File: src/common/game_pkg.sv
package game_pkg;

    // Game dimensions
    localparam int ENEMY_NUM = 4;
    localparam int COORD_W   = 9;
    localparam int HP_W      = 7;
    localparam int CNT_W     = 10;

    // Enemy box and attack rectangle in pixels
    localparam int ENEMY_W      = 26;
    localparam int ENEMY_H      = 26;
    localparam int ATTACK_SHORT = 16;
    localparam int ATTACK_LONG  = 80;

    // Damage and health values
    localparam logic [HP_W-1:0]  PLAYER_DAMAGE  = 7'd10;
    localparam logic [CNT_W-1:0] ENEMY_DAMAGE   = 10'd10;
    localparam logic [HP_W-1:0]  ENEMY_FULL_HP  = 7'd100;
    localparam logic [CNT_W-1:0] PLAYER_FULL_HP = 10'd200;

    // Facing direction of the player
    typedef enum logic [1:0] {
        DIR_DOWN  = 2'd0,
        DIR_LEFT  = 2'd1,
        DIR_UP    = 2'd2,
        DIR_RIGHT = 2'd3
    } dir_t;

    // Screen position, top left corner of an object
    typedef struct packed {
        logic [COORD_W-1:0] x;
        logic [COORD_W-1:0] y;
    } pos_t;

    // Player attack request
    typedef struct packed {
        logic attack_on;
        dir_t dir;
        pos_t pos;
    } attack_t;

    // Per enemy results handed to the player status
    typedef struct packed {
        logic             alive;
        logic             hit;
        logic [CNT_W-1:0] score;
        logic [CNT_W-1:0] damage;
        logic [CNT_W-1:0] god_damage;
    } enemy_res_t;

endpackage

File: src/enemy_unit/enemy_unit.sv
`timescale 1ns/1ps

module enemy_unit #(
    parameter int id = 0
) (
    input  logic                        Clk,
    input  logic                        reset,
    input  logic                        tick,
    input  game_pkg::attack_t           attack,
    input  game_pkg::pos_t              pos,
    input  logic                        attack_on,
    input  logic                        godmode_on,
    input  logic [game_pkg::CNT_W-1:0]  respawn_unit,
    output game_pkg::enemy_res_t        res
);
    import game_pkg::*;

    logic [HP_W-1:0]  hp;
    logic [CNT_W-1:0] respawn_cnt;
    logic [CNT_W-1:0] respawn_target;
    logic [CNT_W-1:0] score;
    logic [CNT_W-1:0] damage;
    logic [CNT_W-1:0] god_damage;
    logic             hit_now;
    logic             hit_q;
    logic             alive;

    hit_test u_hit_test (
        .attack (attack),
        .enemy  (pos),
        .hit    (hit_now)
    );

    // Odd enemies wait twice as long before coming back
    assign respawn_target = (id % 2 == 1) ? (respawn_unit << 1) : respawn_unit;

    assign alive = (hp != '0);

    // Health, respawn and score
    always_ff @(posedge Clk) begin
        if (reset) begin
            hp          <= '0;
            respawn_cnt <= '0;
            score       <= '0;
            hit_q       <= 1'b0;
        end else begin
            hit_q <= 1'b0;
            if (tick) begin
                if (!alive) begin
                    if (respawn_cnt == respawn_target) begin
                        respawn_cnt <= '0;
                        hp          <= ENEMY_FULL_HP;
                    end else begin
                        respawn_cnt <= respawn_cnt + 1'b1;
                    end
                end else if (attack.attack_on && hit_now) begin
                    hit_q <= 1'b1;
                    // Saturate at zero, the killing blow scores
                    if (hp > PLAYER_DAMAGE) begin
                        hp <= hp - PLAYER_DAMAGE;
                    end else begin
                        hp    <= '0;
                        score <= score + 1'b1;
                    end
                end
            end
        end
    end

    // Damage dealt to the player, kept apart while god mode is on
    always_ff @(posedge Clk) begin
        if (reset) begin
            damage     <= '0;
            god_damage <= '0;
        end else if (tick && attack_on) begin
            if (godmode_on) begin
                god_damage <= god_damage + ENEMY_DAMAGE;
            end else begin
                damage <= damage + ENEMY_DAMAGE;
            end
        end
    end

    assign res = '{
        alive:      alive,
        hit:        hit_q,
        score:      score,
        damage:     damage,
        god_damage: god_damage
    };

    a_hp_max: assert property (
        @(posedge Clk) disable iff (reset) hp <= ENEMY_FULL_HP
    );

    // Kills only ever accumulate
    a_score_mono: assert property (
        @(posedge Clk) disable iff (reset) score >= $past(score)
    );

endmodule

File: src/enemy_unit/hit_test.sv
`timescale 1ns/1ps

module hit_test (
    input  game_pkg::attack_t attack,
    input  game_pkg::pos_t    enemy,
    output logic              hit
);
    import game_pkg::*;

    localparam int W = COORD_W + 2;

    // Every coordinate is shifted up by ATTACK_LONG, so the left and up
    // spans start at a non-negative value
    localparam logic [W-1:0] OFS   = W'(ATTACK_LONG);
    localparam logic [W-1:0] SHORT = W'(ATTACK_SHORT);
    localparam logic [W-1:0] LONG  = W'(ATTACK_LONG);

    logic [W-1:0] ax, ay;
    logic [W-1:0] ex_lo, ex_hi, ey_lo, ey_hi;
    logic [W-1:0] ax_lo, ax_hi, ay_lo, ay_hi;

    assign ax    = W'(attack.pos.x) + OFS;
    assign ay    = W'(attack.pos.y) + OFS;
    assign ex_lo = W'(enemy.x) + OFS;
    assign ex_hi = ex_lo + W'(ENEMY_W);
    assign ey_lo = W'(enemy.y) + OFS;
    assign ey_hi = ey_lo + W'(ENEMY_H);

    // Attack rectangle per facing direction
    always_comb begin
        ax_lo = ax;
        ax_hi = ax + SHORT;
        ay_lo = ay;
        ay_hi = ay + LONG;
        case (attack.dir)
            DIR_DOWN: begin
                ay_hi = ay + LONG;
            end
            DIR_UP: begin
                ay_lo = ay - LONG;
                ay_hi = ay;
            end
            DIR_LEFT: begin
                ax_lo = ax - LONG;
                ax_hi = ax;
                ay_hi = ay + SHORT;
            end
            DIR_RIGHT: begin
                ax_hi = ax + LONG;
                ay_hi = ay + SHORT;
            end
        endcase
    end

    // Closed ranges overlap on both axes
    assign hit = (ax_lo <= ex_hi) && (ex_lo <= ax_hi) &&
                 (ay_lo <= ey_hi) && (ey_lo <= ay_hi);

endmodule

File: src/rtl/frame_tick.sv
`timescale 1ns/1ps

module frame_tick (
    input  logic Clk,
    input  logic reset,
    input  logic frame_clk,
    output logic tick
);

    logic sync_1;
    logic sync_2;
    logic sync_d;

    // Two flop synchronizer, then rising edge detect
    always_ff @(posedge Clk) begin
        if (reset) begin
            sync_1 <= 1'b0;
            sync_2 <= 1'b0;
            sync_d <= 1'b0;
            tick   <= 1'b0;
        end else begin
            sync_1 <= frame_clk;
            sync_2 <= sync_1;
            sync_d <= sync_2;
            tick   <= sync_2 & ~sync_d;
        end
    end

    // One pulse per frame, never two in a row
    a_tick_single: assert property (
        @(posedge Clk) disable iff (reset) tick |=> !tick
    );

endmodule

File: src/rtl/game_core.sv
`timescale 1ns/1ps

module game_core (
    input  logic                          Clk,
    input  logic                          reset,
    input  logic                          frame_clk,
    input  game_pkg::attack_t             attack,
    input  game_pkg::pos_t                enemy_pos [game_pkg::ENEMY_NUM],
    input  logic [game_pkg::ENEMY_NUM-1:0] enemy_attack_on,
    input  logic                          godmode_on,
    input  logic [game_pkg::CNT_W-1:0]    respawn_unit,
    output logic [game_pkg::ENEMY_NUM-1:0] enemy_alive,
    output logic [game_pkg::ENEMY_NUM-1:0] enemy_hit,
    output logic [game_pkg::CNT_W-1:0]    total_score,
    output logic [game_pkg::CNT_W-1:0]    player_hp,
    output logic [game_pkg::CNT_W-1:0]    god_damage,
    output logic                          game_over
);
    import game_pkg::*;

    logic       tick;
    enemy_res_t res [ENEMY_NUM];

    // One pulse per frame clock rise
    frame_tick u_frame_tick (
        .Clk       (Clk),
        .reset     (reset),
        .frame_clk (frame_clk),
        .tick      (tick)
    );

    for (genvar i = 0; i < ENEMY_NUM; i++) begin : g_enemy
        enemy_unit #(
            .id (i)
        ) u_enemy_unit (
            .Clk          (Clk),
            .reset        (reset),
            .tick         (tick),
            .attack       (attack),
            .pos          (enemy_pos[i]),
            .attack_on    (enemy_attack_on[i]),
            .godmode_on   (godmode_on),
            .respawn_unit (respawn_unit),
            .res          (res[i])
        );

        assign enemy_alive[i] = res[i].alive;
        assign enemy_hit[i]   = res[i].hit;
    end

    player_status u_player_status (
        .Clk         (Clk),
        .reset       (reset),
        .res         (res),
        .player_hp   (player_hp),
        .total_score (total_score),
        .god_damage  (god_damage),
        .game_over   (game_over)
    );

endmodule

File: src/rtl/player_status.sv
`timescale 1ns/1ps

module player_status (
    input  logic                       Clk,
    input  logic                       reset,
    input  game_pkg::enemy_res_t       res [game_pkg::ENEMY_NUM],
    output logic [game_pkg::CNT_W-1:0] player_hp,
    output logic [game_pkg::CNT_W-1:0] total_score,
    output logic [game_pkg::CNT_W-1:0] god_damage,
    output logic                       game_over
);
    import game_pkg::*;

    // Two extra bits so four tallies cannot overflow the damage sum
    localparam int SUM_W = CNT_W + 2;

    logic [SUM_W-1:0] damage_sum;
    logic [CNT_W-1:0] score_sum;
    logic [CNT_W-1:0] god_sum;
    logic [CNT_W-1:0] hp_next;

    always_comb begin
        damage_sum = '0;
        score_sum  = '0;
        god_sum    = '0;
        for (int i = 0; i < ENEMY_NUM; i++) begin
            damage_sum = damage_sum + SUM_W'(res[i].damage);
            score_sum  = score_sum + res[i].score;
            god_sum    = god_sum + res[i].god_damage;
        end
    end

    // Player health saturates at zero
    always_comb begin
        if (damage_sum >= SUM_W'(PLAYER_FULL_HP)) begin
            hp_next = '0;
        end else begin
            hp_next = PLAYER_FULL_HP - damage_sum[CNT_W-1:0];
        end
    end

    always_ff @(posedge Clk) begin
        if (reset) begin
            player_hp   <= PLAYER_FULL_HP;
            total_score <= '0;
            god_damage  <= '0;
            game_over   <= 1'b0;
        end else begin
            player_hp   <= hp_next;
            total_score <= score_sum;
            god_damage  <= god_sum;
            // Sticky until reset
            if (hp_next == '0) begin
                game_over <= 1'b1;
            end
        end
    end

    a_game_over_sticky: assert property (
        @(posedge Clk) disable iff (reset) game_over |=> game_over
    );

endmodule

File: config.mk
export PLATFORM = sky130hd
export DESIGN_NAME = game_core
export DESIGN_NICKNAME = d
export VERILOG_FILES = /design/src/common/game_pkg.sv /design/src/enemy_unit/enemy_unit.sv /design/src/enemy_unit/hit_test.sv /design/src/rtl/frame_tick.sv /design/src/rtl/game_core.sv /design/src/rtl/player_status.sv
export SDC_FILE = /design/constraint.sdc
export NUM_CORES = 1
export LEC_CHECK = 0
export CAP_MARGIN = 20
export CORE_ASPECT_RATIO = 1.75
export CORE_UTILIZATION = 25
export DETAILED_ROUTE_END_ITERATION = 8
export DONT_BUFFER_PORTS = 1
export GPL_TIMING_DRIVEN = 0
export SLEW_MARGIN = 30
export SYNTH_ARGS = -nofsm -noshare
export SYNTH_HDL_FRONTEND = slang
export SYNTH_SLANG_ARGS = --single-unit
File: constraint.sdc
create_clock -name Clk -period 7.15 [get_ports Clk]
set_clock_uncertainty 0.1 [all_clocks]
set_input_delay 1.7875 -clock Clk [delete_from_list [all_inputs] [get_ports Clk]]
set_output_delay 1.7875 -clock Clk [all_outputs]
set_load 0.02 [all_outputs]
* After elaboration in Yosys (flattened, before gate mapping) *
Index checks and enable logic that the tools add are counted.

operators by class
  bitwise logic cells = 12
  $add $sub $neg = 54
  $mul = 0
  magnitude comparators = 21
  shift operators = 0
  reductions and logical operators = 55
  muxes and demuxes = 29
  equal/unequal tests = 11
  divide/modulo/power cells = 0

operators with widths
  operator                                                                          number
  7-bit two-way mux                                                                 16
  9-bit by 7-bit adder with 10-bit output (second input constant)                   10
  10-bit by 5-bit adder with 11-bit output (second input constant)                  9
  10-bit by 11-bit less-or-equal comparator with 1-bit output                       8
  11-bit less-or-equal comparator                                                   8
  10-bit by 1-bit adder with 10-bit output (second input constant)                  8
  10-bit by 4-bit adder with 10-bit output (second input constant)                  8
  10-bit adder                                                                      6
  10-bit two-way mux                                                                5
  10-bit == test                                                                    4
  11-bit one-hot mux with 3 select lines                                            1
  7-bit by 4-bit greater-than comparator with 1-bit output (second input constant)  4
  7-bit nonzero test                                                                4
  7-bit by 4-bit subtractor with 7-bit output (second input constant)               4
  12-bit by 10-bit adder with 12-bit output                                         2
  2-bit AND reduction                                                               12
  11-bit two-way mux                                                                2
  11-bit one-hot mux with 2 select lines                                            1
  1-bit logical AND                                                                 20
  4-bit AND reduction                                                               4
  12-bit by 8-bit >= comparator with 1-bit output (second input constant)           1
  3-bit AND reduction                                                               4
  3-bit OR reduction                                                                4
  10-bit by 10-bit adder with 11-bit output                                         1
  16 further kinds                                                                  36

word-level totals
  memories kept = 0
  latch bits = 0
  bits in writable memories = 0
  flip-flop bits (word level) = 227
  bits of input ports = 111
  output and inout bits = 39
  memory bits (read-only) = 0

* Depth between registers and ports, before layout *
  depth in word-level cells = 10
  gate-level depth with buffers = 20
  mapped depth without buffers = 19

* Cells and area by module *
Synthesis repeated with hierarchy kept, for this count alone.

unflattened totals
  cells, all modules = 2,494
  area, all modules = 20,679.8 µm²

by module, submodules not included
  module                                              sequential area each (µm²)  cells each  instances  area an instance (µm²)
  enemy_unit at g_enemy[0].u_enemy_unit ...           900.9                       252         2          2,215.9
  enemy_unit at g_enemy[1].u_enemy_unit ...           900.9                       249         2          2,188.3
  hit_test at g_enemy[2].u_enemy_unit.u_hit_test ...  0.0                         291         2          2,112.0
  hit_test at g_enemy[0].u_enemy_unit.u_hit_test ...  0.0                         282         2          2,073.2
  player_status                                       620.6                       338         1          3,389.5
  frame_tick                                          80.1                        8           1          111.4

* Worst setup path after synthesis *
OpenSTA, ideal clock, no wires.

  path type = input-to-reg
  from = in attack[13] in the netlist's numbering
  to = reg g_enemy[3].u_enemy_unit.score[4]
  path slack = 1.585 ns
  buffers on the path = 1
  arrival = 5.345 ns
  cell stages on the path = 19
  required time = 6.929 ns
  path through = ha_1 > xnor2_1 > ha_1 > nor3b_1 > o21ai_0 > nor3_1 > o21ai_0 > o21ai_0 > a21oi_1 > ha_1 > a211oi_1 > nand2_1 > nor3_1 > o2111a_1 > and3_1 > o211a_1 > buf_2 > nand4_1 > mux2_2

on the way
  cells in the longest elaborated chain, start to end = 9
  elaborated cells on any way between the ends = 13

RTL lines
  item                                                                                                                   RTL line          text
  start, declared                                                                                                        game_core.sv:7    input game_pkg::attack_t attack,
  9-bit by 7-bit adder with 10-bit output *                                                                              hit_test.sv:22    assign ax = W'(attack.pos.x) + OFS;
  11-bit by 5-bit adder with 11-bit output (tied with other cells)                                                       hit_test.sv:32    ax_hi = ax + SHORT;
  11-bit one-hot mux with 2 select lines / 11-bit two-way mux (equally long branches)                                    hit_test.sv:35    case (attack.dir)
  10-bit by 11-bit less-or-equal comparator with 1-bit output / 11-bit less-or-equal comparator (equally long branches)  hit_test.sv:56    assign hit = (ax_lo <= ex_hi) && (ex_lo <= ax_hi) &&
  1-bit logical AND * (2 in a row)                                                                                       hit_test.sv:56
  1-bit logical AND *                                                                                                    hit_test.sv:57    (ay_lo <= ey_hi) && (ey_lo <= ay_hi);
  1-bit logical AND *                                                                                                    enemy_unit.sv:56  end else if (attack.attack_on && hit_now) begin
  4-bit AND reduction (no line) *                                                                                        -
  end signal, assigned                                                                                                   enemy_unit.sv:63  score <= score + 1'b1;
  end, declared                                                                                                          enemy_unit.sv:21  logic [CNT_W-1:0] score;

Mark *: on every way between the ends. The rest lies on a longest branch, timed or not.
A chain may end at the register's enable or synchronous reset.

* Final worst setup path *
  from = in attack[13] in the netlist's numbering
  to = reg g_enemy[2].u_enemy_unit.hp[6]

on the way
  cells in the longest elaborated chain, start to end = 10
  elaborated cells on any way between the ends = 14

RTL lines
  item                                                                                                                   RTL line          text
  9-bit by 7-bit adder with 10-bit output *                                                                              hit_test.sv:22
  11-bit by 5-bit adder with 11-bit output (tied with other cells)                                                       hit_test.sv:32
  11-bit one-hot mux with 2 select lines / 11-bit two-way mux (equally long branches)                                    hit_test.sv:35
  10-bit by 11-bit less-or-equal comparator with 1-bit output / 11-bit less-or-equal comparator (equally long branches)  hit_test.sv:56
  1-bit logical AND * (2 in a row)                                                                                       hit_test.sv:56
  1-bit logical AND *                                                                                                    hit_test.sv:57
  1-bit logical AND *                                                                                                    enemy_unit.sv:56
  2-bit inequality test (no line) *                                                                                      -
  3-bit AND reduction (no line) *                                                                                        -
  end signal, assigned                                                                                                   enemy_unit.sv:60  hp <= hp - PLAYER_DAMAGE;
  end, declared                                                                                                          enemy_unit.sv:18  logic [HP_W-1:0] hp;

Marks and branches as above.

==> metrics.md <==
| Metric | Value |
|---|---|
| Status | `finished clean` |
| Unrepaired setup endpoints after global routing | `no` |
| Crit-path max FO | `10` |
| Mapped Avg Cell Area | `8.46 sq um` |
| Starting Density | `0.252` |
| Drt pass-1 iters | `5` |
| Setup Fix Bufs, Post-CTS | `0` |
| Crit path arrival time | `6.66 ns` |
| Total GRT Usage | `0.138` |
| Die width | `204 microns` |
| Fmax | `0.157 GHz` |
| 1st-iter DRT viols | `558` |
| IO Pins | `150` |
| Fin crit period | `6.37 ns` |
| Commonest non-fill, non-tap cell in the layout | `ha_1` |
| Sequential share of the synthesized area | `0.240` |
| Slew headroom | `0.403` |
| Crit path launch | `attack[13]` |
| Final hold violation count | `0` |
| Most frequent cells in the layout | `ha_1, nor2_1, dfxtp_1` |
| DR WL/cell | `between 15 and 20 microns` |
| Number of global-route vias before repair | `14700` |
| Final #Nets | `2556` |
| Mapped Cells | `2103` |
| Worst hold path class | `register to register` |
| Setup_tns | `0 ns` |
| Die height | `355 microns` |
| VDD IR max | `between 0.0001 and 0.00015 V` |
| CTS tree | `yes` |
| Initial antenna violation count | `0` |
| Worst reg2reg path startpoint | `g_enemy[0].u_enemy_unit.damage[1]` |
| Clock Sinks | `213` |
| Layout cell share with drive strength beyond 1 | `0.0483` |
| Vias after detailed routing | `14600` |
| RePlAce Congestion | `0.882` |
| Post-cts hold buffer count | `0` |
| Post-route ant nets | `0` |
| Num CTS Buffers | `23` |
| Critical Path Start Type | `input port` |
| Latest clock arrival within the worst-skew pair | `0.54 ns` |
| Area growth from synthesis to layout | `10.9%` |
| Top cells by area, synth | `dfxtp_1, ha_1, xnor2_1, xor2_1, fa_1` |
| Min-Delay Startpoint | `u_frame_tick.sync_d` |
| Distinct cells, synth | `78` |
| Largest net degree at the start of global routing | `15` |
| CTS-repair resized insts | `0` |
| Crit Path Class | `input port to register` |
| #FFs+latches synth | `213` |
| Core box area | `about 71000 sq um` |
| Data required, critical path | `~7.4 ns` |
| Congestion Overflow GR | `0` |
| Worst slew pin tran | `0.888 ns` |
| Post-synth top flop | `dfxtp_1` |
| Area share of the largest cell type after synthesis | `0.240` |
| IO Port Bufs | `0` |
| FP Rows | `129` |
| Pwr/cell area | `~160 nW/um^2` |
| Vias/cell | `4.74` |
| Total wire length | `50400 microns` |
| CP endpoint kind | `register` |
| Post-detail-place hpwl | `41700 microns` |
| Max-cap violation count | `0` |
| Post-synth design cell area | `roughly 18000 sq um` |
| Post-synth EDFFs | `0` |
| Clock slew at reported path FFs | `about 0.060 ns` |
| Ys Warns | `0` |
| Largest area contributor in the netlist | `dfxtp_1` |
| Post-synth ARST share | `0` |
| Fin util | `0.280` |
| DRC | `0` |
| CTS H-tree lvls | `1` |
| Final Setup Violations | `0` |
| Slew Limit Fails | `0` |
| Clock buffer depth | `3` |
| Leakage | `8.49 nW` |
| Global-route wire length before repair | `79200 microns` |
| Fillcell total | `7600` |
| Die ar. | `72300 sq um` |
| Tcrit/Tclk final | `0.891` |
| CTS Root Cell | `clkbuf_16` |
==> sequential cells by signal, summed over array words and instances, names as in the netlist, 4 cells and up <==
signal	flops
g_enemy.u_enemy_unit.damage	36
g_enemy.u_enemy_unit.god_damage	36
g_enemy.u_enemy_unit.hit_q	4
g_enemy.u_enemy_unit.hp	24
g_enemy.u_enemy_unit.respawn_cnt	40
g_enemy.u_enemy_unit.score	40
u_player_status.god_damage	9
u_player_status.player_hp	9
u_player_status.total_score	10
==> Yosys cell counts (14+ instances only) <==
cell type and number:
nor2_1 240, mux2i_1 16, and3_1 27, nor2b_1 30
a211oi_1 18, nand4_1 51, and2_1 14, a21oi_1 135
ha_1 262, o21ai_0 90, xor2_1 125, nand2_1 116
nand3_1 84, a21o_1 47, inv_1 137, or3_1 23
xnor2_1 143, dfxtp_1 213, clkbuf_1 33, fa_1 45
nor4_1 15, nor3_1 42
==> power breakdown <==
| part | switching (mW) | internal, mW |
|---|---|---|
| Combinational | 0.432 | 0.294 |
| Sequential | 0.00665 | 1.19 |
| Clock | 0.534 | 0.692 |
| Total | 0.972 | 2.18 |
==> cell families (layout without fill, tap and decap cells) <==
logic type,after synthesis,after routing,share of synthesized area
and+or+nand+nor,702,702,0.195
AOI/OAI and AO/OA,394,394,0.140
muxes,25,25,0.0147
other,2,13,0.000422
buffers and inverters,192,233,0.0437
xor gates and xnor gates,268,268,0.132
DFF,213,213,0.240
adders and majority gates,307,307,0.235
==> critical path, stage by stage <==
cell     delay, ns
ha_1          0.24
xnor2_1       0.29
ha_1          0.32
nor3b_1       0.15
o21ai_0       0.43
nor3_1        0.08
o21ai_0       0.14
o21ai_0       0.09
a21oi_1       0.64
ha_1          0.38
a21oi_1       0.16
nor4b_1       0.45
o32ai_2       0.20
nor4_4        0.68
o21ai_0       0.29
o31ai_1       0.24
a21oi_1       0.09
==> area by class of cell <==
class / instances / area, sq um / area share
clock inverter: 13 / 140 / 0.00710
buffer: 55 / 264 / 0.0134
sequential: 213 / 4260 / 0.216
antenna: 1 / 2.50 / 0.000127
tap: 917 / 1150 / 0.0581
multi-input combinational: 1708 / 12800 / 0.648
inverter: 137 / 514 / 0.0260
clock buffer: 28 / 614 / 0.0311
==> final timing paths <==
| kind | end | slack [ns] | cells after the start |
|---|---|---|---|
| max | g_enemy[2].u_enemy_unit.hp[6] | 0.78 | 17 |
| min reg2reg | u_frame_tick.tick | 0.28 | 1 |
| max reg2reg | u_player_status.player_hp[1] | 2.80 | 19 |
| min | u_frame_tick.tick | 0.28 | 1 |
==> stage by stage <==
| stage | setup slack (ns) | cell area, sq um | instances | hold slack [ns] | total power, mW |
|---|---|---|---|---|---|
| after floorplan | 1.58 | 17800 | 2113 | 0.267 | 1.76 |
| after global placement | 0.172 | 19000 | 3030 | 0.271 | 1.94 |
| after detailed placement | 0.245 | 19000 | 3030 | 0.275 | 1.95 |
| after CTS | 0.782 | 19700 | 3071 | 0.284 | 3.20 |
| after global routing | 0.352 | 19700 | 3071 | 0.313 | 3.34 |
| final | 0.777 | 19700 | 3072 | 0.281 | 3.15 |
==> per-layer routing <==
layer | GRT usage | up-vias | routed length (microns)
met3 | 0.0208 | 86 | 2120
li1 | - | 7415 | -
met4 | 0.0558 | 0 | 1930
met2 | 0.276 | 236 | 27500
met1 | 0.139 | 6822 | 18900
met5 | 0 | - | 0
(Power assumes the default switching activity.)
